## config.mk

```make
export PLATFORM = sky130hd
export DESIGN_NAME = icache_ctrl
export DESIGN_NICKNAME = d
export VERILOG_FILES = /design/src/icache_pkg.sv /design/src/mem_port_pkg.sv /design/src/icache_ctrl.sv
export VERILOG_INCLUDE_DIRS = /design/src
export SDC_FILE = /design/constraint.sdc
export NUM_CORES = 1
export LEC_CHECK = 0
export ABC_CLOCK_PERIOD_IN_PS = 6400
export CORE_UTILIZATION = 45
export CTS_CLUSTER_DIAMETER = 50
export DETAILED_ROUTE_END_ITERATION = 7
export DONT_BUFFER_PORTS = 1
export GPL_TIMING_DRIVEN = 0
export PLACE_DENSITY = 0.6
export SYNTH_ARGS = -nofsm -noshare
export SYNTH_HDL_FRONTEND = slang
export SYNTH_SLANG_ARGS = --single-unit
export TNS_END_PERCENT = 10
```

## constraint.sdc

```tcl
create_clock -name clk -period 6.4 [get_ports clk]
set_clock_uncertainty 0.2 [all_clocks]
set_input_delay 0.96 -clock clk [delete_from_list [all_inputs] [get_ports clk]]
set_output_delay 0.96 -clock clk [all_outputs]
set_load 0.01 [all_outputs]
```

## src/icache_config.svh

```systemverilog
`ifndef ICACHE_CONFIG_SVH
`define ICACHE_CONFIG_SVH

// cache geometry
`define ICACHE_WAYS        2
`define ICACHE_SETS        128
`define ICACHE_BLOCK_WORDS 8
`define ICACHE_ADDR_W      32

// fetch address split: tag | index | pair | byte offset
`define ICACHE_TAG_W       20
`define ICACHE_INDEX_W     7
`define ICACHE_PAIR_W      2
`define ICACHE_OFFSET_W    3

`endif

```

## src/icache_pkg.sv

```systemverilog
`include "icache_config.svh"

package icache_pkg;

    typedef struct packed {
        logic [`ICACHE_TAG_W-1:0]    tag;
        logic [`ICACHE_INDEX_W-1:0]  index;
        logic [`ICACHE_PAIR_W-1:0]   pair;
        logic [`ICACHE_OFFSET_W-1:0] offset;
    } fetch_fields_t;

    // same word, read raw or split into fields
    typedef union packed {
        logic [`ICACHE_ADDR_W-1:0] raw;
        fetch_fields_t             f;
    } fetch_addr_u;

    typedef struct packed {
        logic [`ICACHE_TAG_W-1:0] tag;
        logic                     valid;
    } tag_entry_t;

    // one-hot way select, all zero means no way
    typedef logic [`ICACHE_WAYS-1:0] way_sel_t;

endpackage

```

## src/mem_port_pkg.sv

```systemverilog
`include "icache_config.svh"

package mem_port_pkg;

    typedef logic [`ICACHE_ADDR_W-1:0] mem_addr_t;
    typedef logic [31:0]               mem_word_t;

    // words per memory read
    typedef logic [3:0] burst_len_t;

    typedef enum logic [2:0] {
        IDLE,
        MISS_REQ,
        MISS_DATA,
        UNC_REQ,
        UNC_DATA,
        INVAL
    } ctrl_state_e;

endpackage

```

## src/icache_ctrl.sv

```systemverilog
`timescale 1ns/1ns
`include "icache_config.svh"

module icache_ctrl
    import icache_pkg::*;
    import mem_port_pkg::*;
(
    input  logic                       clk,
    input  logic                       rst_n,
    input  logic                       lookup_valid_i,
    input  fetch_addr_u                lookup_addr_i,
    input  logic [1:0]                 lookup_mask_i,
    input  logic                       lookup_uncached_i,
    input  way_sel_t                   hit_way_i,
    input  logic [63:0]                hit_data_i,
    output logic                       mem_req_valid_o,
    input  logic                       mem_req_ready_i,
    output mem_addr_t                  mem_req_addr_o,
    output burst_len_t                 mem_req_len_o,
    input  logic                       mem_data_valid_i,
    input  mem_word_t                  mem_data_i,
    input  logic                       inval_valid_i,
    output logic                       inval_ready_o,
    input  logic [`ICACHE_INDEX_W-1:0] inval_index_i,
    input  logic                       inval_way_i,
    output logic [`ICACHE_INDEX_W-1:0] wr_index_o,
    output logic [`ICACHE_PAIR_W-1:0]  wr_pair_o,
    output way_sel_t                   wr_way_o,
    output logic [63:0]                wr_data_o,
    output tag_entry_t                 wr_tag_o,
    output logic                       wr_tag_en_o,
    output logic                       busy_o,
    output logic                       done_o,
    output logic [63:0]                done_insts_o
);

    localparam int unsigned CNT_W = $clog2(`ICACHE_BLOCK_WORDS);

    ctrl_state_e                state_q;
    ctrl_state_e                state_d;
    logic [CNT_W-1:0]           cnt_q;
    logic [`ICACHE_SETS-1:0]    toggle_q;
    logic [`ICACHE_INDEX_W-1:0] inval_index_q;
    logic                       inval_way_q;
    logic                       inval_rdy_q;
    logic [63:0]                buf_q;
    logic [63:0]                res_q;
    logic [63:0]                pair_now;
    logic                       lookup_hit;
    logic                       start_fill;
    logic                       start_unc;
    logic                       inval_fire;
    logic                       fill_word;
    logic                       fill_last;
    logic                       unc_last;
    way_sel_t                   fill_way;

    assign inval_ready_o = inval_rdy_q;
    assign inval_fire    = inval_valid_i && inval_ready_o;
    assign busy_o        = (state_q != IDLE) || inval_fire;

    // zero mask completes without memory access
    assign lookup_hit = lookup_uncached_i ? (lookup_mask_i == '0)
                                          : (|hit_way_i || lookup_mask_i == '0);
    assign start_fill = state_q == IDLE && lookup_valid_i && !lookup_uncached_i && !lookup_hit;
    assign start_unc  = state_q == IDLE && lookup_valid_i && lookup_uncached_i && !lookup_hit;

    assign fill_way  = way_sel_t'(1) << toggle_q[lookup_addr_i.f.index];
    assign fill_word = state_q == MISS_DATA && mem_data_valid_i;
    assign fill_last = fill_word && (&cnt_q);
    assign unc_last  = state_q == UNC_DATA && mem_data_valid_i && cnt_q[0] == lookup_mask_i[1];

    // incoming word merged into the pair buffer
    always_comb begin
        pair_now = buf_q;
        if (cnt_q[0]) begin
            pair_now[63:32] = mem_data_i;
        end else begin
            pair_now[31:0] = mem_data_i;
        end
    end

    assign mem_req_valid_o = start_fill || start_unc || state_q == MISS_REQ
                             || state_q == UNC_REQ;

    always_comb begin
        if (lookup_uncached_i) begin
            mem_req_addr_o = lookup_mask_i[0] ? lookup_addr_i.raw : lookup_addr_i.raw + 32'd4;
            mem_req_len_o  = burst_len_t'($countones(lookup_mask_i));
        end else begin
            mem_req_addr_o = {lookup_addr_i.f.tag, lookup_addr_i.f.index,
                              {(`ICACHE_PAIR_W + `ICACHE_OFFSET_W){1'b0}}};
            mem_req_len_o  = burst_len_t'(`ICACHE_BLOCK_WORDS);
        end
    end

    always_comb begin
        wr_index_o     = lookup_addr_i.f.index;
        wr_pair_o      = cnt_q[CNT_W-1:1];
        wr_way_o       = '0;
        wr_data_o      = pair_now;
        wr_tag_o.tag   = lookup_addr_i.f.tag;
        wr_tag_o.valid = 1'b1;
        wr_tag_en_o    = 1'b0;
        if (fill_word && cnt_q[0]) begin
            wr_way_o    = fill_way;
            wr_tag_en_o = fill_last;
        end else if (state_q == INVAL) begin
            wr_index_o  = inval_index_q;
            wr_way_o    = way_sel_t'(1) << inval_way_q;
            wr_tag_o    = '0;
            wr_tag_en_o = 1'b1;
        end
    end

    always_comb begin
        done_o       = 1'b0;
        done_insts_o = hit_data_i;
        if (state_q == IDLE) begin
            done_o = lookup_valid_i && lookup_hit;
        end else if (fill_last) begin
            done_o       = 1'b1;
            done_insts_o = (&lookup_addr_i.f.pair) ? pair_now : res_q;
        end else if (unc_last) begin
            done_o       = 1'b1;
            done_insts_o = pair_now;
        end
    end

    always_comb begin
        state_d = state_q;
        case (state_q)
            IDLE: begin
                if (inval_fire) begin
                    state_d = INVAL;
                end else if (start_fill) begin
                    state_d = mem_req_ready_i ? MISS_DATA : MISS_REQ;
                end else if (start_unc) begin
                    state_d = mem_req_ready_i ? UNC_DATA : UNC_REQ;
                end
            end
            MISS_REQ:  if (mem_req_ready_i) state_d = MISS_DATA;
            MISS_DATA: if (fill_last) state_d = IDLE;
            UNC_REQ:   if (mem_req_ready_i) state_d = UNC_DATA;
            UNC_DATA:  if (unc_last) state_d = IDLE;
            default:   state_d = IDLE;
        endcase
    end

    always_ff @(posedge clk) begin
        if (!rst_n) begin
            state_q     <= IDLE;
            cnt_q       <= '0;
            toggle_q    <= '0;
            inval_rdy_q <= 1'b0;
        end else begin
            state_q     <= state_d;
            inval_rdy_q <= state_d == IDLE;
            if (start_fill) begin
                cnt_q <= '0;
            end else if (start_unc) begin
                // first word slot skips a masked-off low word
                cnt_q <= CNT_W'(!lookup_mask_i[0]);
            end else if (mem_data_valid_i && (state_q == MISS_DATA || state_q == UNC_DATA)) begin
                cnt_q <= cnt_q + 1'b1;
            end
            if (fill_last) begin
                toggle_q[lookup_addr_i.f.index] <= !toggle_q[lookup_addr_i.f.index];
            end
        end
    end

    always_ff @(posedge clk) begin
        if (mem_data_valid_i) begin
            buf_q <= pair_now;
        end
        // requested pair as it streams past
        if (fill_word && cnt_q[0] && cnt_q[CNT_W-1:1] == lookup_addr_i.f.pair) begin
            res_q <= pair_now;
        end
        if (inval_fire) begin
            inval_index_q <= inval_index_i;
            inval_way_q   <= inval_way_i;
        end
    end

    a_req_stable: assert property (@(posedge clk) disable iff (!rst_n)
        mem_req_valid_o && !mem_req_ready_i |=>
            mem_req_valid_o && $stable(mem_req_addr_o) && $stable(mem_req_len_o));

endmodule

```

**Word level (Yosys, flattened, before mapping)**

Index checks and enable logic that the tools add are counted.

- Flip-flop bits (word level): 271
- Word-level logic and storage cells: 97

- Add/subtract/negate cells: 3
- Order comparisons: 2
- Equal/unequal tests: 7
- Shift-type cells: 2
- Muxes and demuxes: 38
- Bitwise operators: 1
- Reduce and logical (&&, ||, !) cells: 35

Operator list:

| operator | count |
|---|---|
| $mux 64 | 4 |
| $bwmux 128 | 1 |
| $mux 32 | 4 |
| $mux 21 | 2 |
| $add 32x3->32 const B | 1 |
| $mux 3 | 8 |
| $logic_and 1x1->1 | 15 |
| $pmux 3 s5 | 1 |
| $mux 7 | 2 |
| $mux 1 | 10 |
| $lt 7x8->1 const B | 1 |
| $bmux 1 s7 | 1 |
| $demux 1 s7 | 1 |
| $ge 7x1->1 const B | 1 |
| $eq 3x2->1 const B | 2 |
| $eq 3x3->1 const B | 2 |
| $logic_not 3->1 | 2 |
| $logic_or 1x1->1 | 6 |
| $mux 2 | 3 |
| $logic_not 1->1 | 4 |
| $mux 4 | 1 |
| $reduce_or 2->1 | 2 |
| $shl 1x1->2 const A | 2 |
| $add 3x1->3 const B | 1 |
| 11 further kinds | 11 |

**Longest topological paths before layout**

- Depth in word-level cells: 10
- Mapped depth: 11
- Mapped depth without buffers: 7

**Worst setup path before layout**

OpenSTA, ideal clock, no wires.

- Path type: input to register
- Start point: input port mem_data_valid_i
- End point: register res_q[0], enable pin
- Library setup time: 565 ps
- Data arrival time: 5,708 ps
- Path slack: -73 ps
- Stages: 3
- Path buffers: 0
- Cell sequence: and4bb_2 nand2_1 nor3_1

- Longest elaborated chain between the ends: 3

RTL lines:

| item | line | text |
|---|---|---|
| start: declaration | icache_ctrl.sv:20 | `input logic mem_data_valid_i,` |
| $logic_and 1x1->1 | icache_ctrl.sv:69 | `assign fill_word = state_q == MISS_DATA && mem_data_valid_i;` |
| $logic_and 1x1->1 (2 in a row) | icache_ctrl.sv:178 | `if (fill_word && cnt_q[0] && cnt_q[CNT_W-1:1] == lookup_addr_i.f.pair) begin` |
| end signal: assignment | icache_ctrl.sv:179 | `res_q <= pair_now;` |
| end: declaration | icache_ctrl.sv:47 | `logic [63:0] res_q;` |

Every way passes these cells.
A chain may end at the register's enable or synchronous reset.

**Worst setup path in the final report**

- Start point: register cnt_q[0]
- End point: output port done_insts_o[46]

- Longest elaborated chain between the ends: 5
- Elaborated cells between the ends (all ways): 9
- Classes of those cells: eq/ne: 1; mux: 5; reduce/logical: 3

RTL lines:

| item | line | text |
|---|---|---|
| start: declaration | icache_ctrl.sv:41 | `logic [CNT_W-1:0] cnt_q;` |
| start signal: assignment | icache_ctrl.sv:163 | `cnt_q <= CNT_W'(!lookup_mask_i[0]);` |
| start signal: assignment | icache_ctrl.sv:165 | `cnt_q <= cnt_q + 1'b1;` |
| $eq 1x1->1 | icache_ctrl.sv:71 | `assign unc_last = state_q == UNC_DATA && mem_data_valid_i && cnt_q[0] == lookup_mask_i[1];` |
| $logic_and 1x1->1 | icache_ctrl.sv:71 |  |
| $mux 64 | icache_ctrl.sv:124 | `end else if (unc_last) begin` |
| $mux 64 * | icache_ctrl.sv:121 | `end else if (fill_last) begin` |
| $mux 64 * | icache_ctrl.sv:119 | `if (state_q == IDLE) begin` |
| end: declaration | icache_ctrl.sv:34 | `output logic [63:0] done_insts_o` |

Mark *: on every way between the ends. The rest lies on a longest branch, timed or not.

==> results_dict.tcl <==
set metrics [dict create \
    endpoint_kind "output pin" \
    clkLatencyLatePin_ns 0.52 \
    dr_total_vias 11000 \
    nets 1565 \
    tightest_slew_ns 1.32 \
    num_antenna_cells 0 \
    cts_hold_buf 0 \
    ys_ff_latch 271 \
    overflow 0 \
    async_flop_share 0 \
    die_x_um 177 \
    grt_pass1_vias 10600 \
    fill_cells 2675 \
    required_ns 5.24 \
    tns_ns 0 \
    grt_usage 0.268 \
    cts_buffer_depth 3 \
    syn-num-nets 1522 \
    clock_sinks 271 \
    finalSetupViolCount 0 \
    antenna_found_initial 0 \
    ctsHtreeMaxLevel 2 \
    post-route-util 0.522 \
    post_cts_buffers 0 \
    status "completed" \
    synth_top_area_cell "edfxtp_1" \
    fin_hold_ws_ns 0.263 \
    synth_area_leaders "edfxtp_1 30%, dfxtp_1 20%, mux2i_1 9.5%" \
    synthFlopType "edfxtp_1" \
    cts_tree "built" \
    drt-pass1-iter-count 5 \
    worst-setup-path-type "reg -> out" \
    grt_max_degree 67 \
    portBuffers 0 \
    synthCells 1370 \
    slew_viol_final 0 \
    synth_edf_count 136 \
    initial_utilization 0.460 \
    wl_per_cell_um 23.2 \
    fin_crit_sh 0.831 \
    viasPerCell 6.02 \
    core_area_mm2 0.0299 \
    fin_cells 1830 \
    die-area_mm2 0.0313 \
    synthDistinctLibCells 50 \
    leakagePower_nw 5.78 \
    cts_buffers 37 \
    ant_nets 0 \
    cp-start-kind "register" \
    first_iter_violations 832 \
    arrival_ns 4.16 \
    seq_area_frac_synth 0.494 \
    yosysTopAreaCellShare 0.297 \
    grt_pass1_wl_um 63400 \
    drc_errors 0 \
    clockRootBuffer "clkbuf_16" \
    worstPathMaxFanout 10 \
    maxSlewHeadroom 0.111 \
    die_h_um 177 \
    cts.clk_slew.worst_paths_ns 0.05 \
    dpl.hpwl_um 30100 \
    hold_viol_final 0 \
    ios 348 \
    layout-drive-gt1-share 0.128 \
    max-vdd-ir-drop_mv 0.280 \
    period_minus_slack_ns 5.32 \
    yosys_warnings 0 \
    p_per_area_mw_per_mm2 324 \
    detail_route.wirelength_um 42500 \
    fmax_ghz 0.188 \
    rsz0062_at_grt "no" \
    syn_to_final_growth_pct 13.4 \
    synth.avg_cell_area_um2 10.0 \
    drv_cap 0 \
    min_path_type "reg -> reg" \
    syn_area_mm2 0.0138 \
    cts_resized 0 \
    placed_cells 1764 \
    rows 63 \
    gp_congestion 0.898 \
]
## flip-flops by register name, indices dropped and copies added (netlist names)
name / flops
state_q: 3
cnt_q: 3
inval_way_q: 1
inval_index_q: 7
inval_ready_o: 1
buf_q: 64
toggle_q: 128
res_q: 64
## cell usage in the layout, fill, tap and decap left out, types with 6 or more instances in the layout
| cell | netlist | routed |
|---|---|---|
| o31ai_2 | 14 | 14 |
| nand2_1 | 230 | 230 |
| buf_6 | 12 | 12 |
| clkbuf_1 | 64 | 68 |
| dfxtp_1 | 135 | 135 |
| mux2i_1 | 131 | 131 |
| o22ai_1 | 34 | 34 |
| mux2_2 | 64 | 64 |
| and2_1 | 28 | 28 |
| clkinvlp_4 | 0 | 8 |
| nor3_1 | 11 | 10 |
| buf_1 | 10 | 10 |
| nand2b_1 | 7 | 7 |
| nand4_1 | 6 | 6 |
| buf_2 | 17 | 17 |
| xor2_1 | 12 | 12 |
| and3_1 | 6 | 6 |
| edfxtp_1 | 136 | 136 |
| nand3_1 | 129 | 129 |
| clkbuf_16 | 0 | 39 |
| xnor2_1 | 24 | 24 |
| o21ai_0 | 86 | 86 |
| inv_1 | 11 | 11 |
| o31a_1 | 6 | 6 |
| nor2_1 | 39 | 39 |
| o31ai_1 | 106 | 106 |
## metrics by stage
step | power, mW | cell area (um2) | setup slack (ns)
after floorplan | 2.73 | 13800 | 1.88
after global placement | 2.98 | 14200 | -0.201
after detailed placement | 2.99 | 14300 | 1.31
after CTS | 5.08 | 15600 | 1.05
after global routing | 5.21 | 15600 | 0.921
final | 5.05 | 15600 | 1.08
## cells in the mapped netlist, drive strengths merged (7+ instances only)
cell,count
nand2,230
edfxtp,136
dfxtp,135
mux2i,131
nand3,129
o31ai,120
o21ai,90
clkbuf,64
mux2,64
buf,43
nor2,39
o22ai,34
and2,28
xnor2,24
nor3,13
xor2,12
inv,11
nand2b,7
nand4,7
## power breakdown
part | switching, mW | total [mW] | internal (mW)
clock network | 0.801 | 2.09 | 1.29
logic | 0.637 | 0.931 | 0.293
registers | 0.0322 | 2.03 | 2.00
## critical path, cell delays in order, from the launching register on
cell and delay, ns:
dfxtp_1 0.33, clkbuf_1 0.30, xor2_1 0.23, nor4_1 0.09, a21oi_1 0.54, clkbuf_1 0.51, clkbuf_1 0.44, clkbuf_1 0.72
nand2_1 0.26, o21ai_0 0.22
## kinds of logic (layout without fill, tap and decap cells)
kind of cell / after synthesis / after routing / share of synthesized area
simple gates: 477 / 477 / 0.157
mux: 195 / 195 / 0.148
fa+ha+maj: 5 / 5 / 0.00455
buf+inv: 118 / 188 / 0.0414
flops: 271 / 271 / 0.494
compound gates: 267 / 267 / 0.132
xor+xnor: 36 / 36 / 0.0229
other cells: 1 / 1 / 0.000273
## final timing paths
check	startpoint	end	slack, ns	cells after the start
worst max-delay path	cnt_q[0]	done_insts_o[46]	1.08	9
worst min-delay path	toggle_q[80]	toggle_q[80]	0.26	2
worst max register to register	state_q[2]	toggle_q[72]	2.88	7
worst min register to register	toggle_q[80]	toggle_q[80]	0.26	2
## cell type report
cell class	count	area, um2	share of cell area
Buffer	107	528	0.0339
Clock inverter	19	215	0.0138
Clock buffer	47	1050	0.0671
Inverter	11	41.3	0.00265
Timing Repair Buffer	4	85.1	0.00546
Tap cell	390	488	0.0313
Sequential cell	271	6790	0.435
Multi-Input combinational cell	981	6410	0.411
## routing by layer
layer	vias to the layer above	share of wire	track usage
li1	5128	-	-
met4	0	0.031	0.101
met1	5312	0.41	0.327
met2	488	0.49	0.461
met3	88	0.069	0.0567
met5	-	0	0
Note: power is estimated with default switching activity, not from simulation.
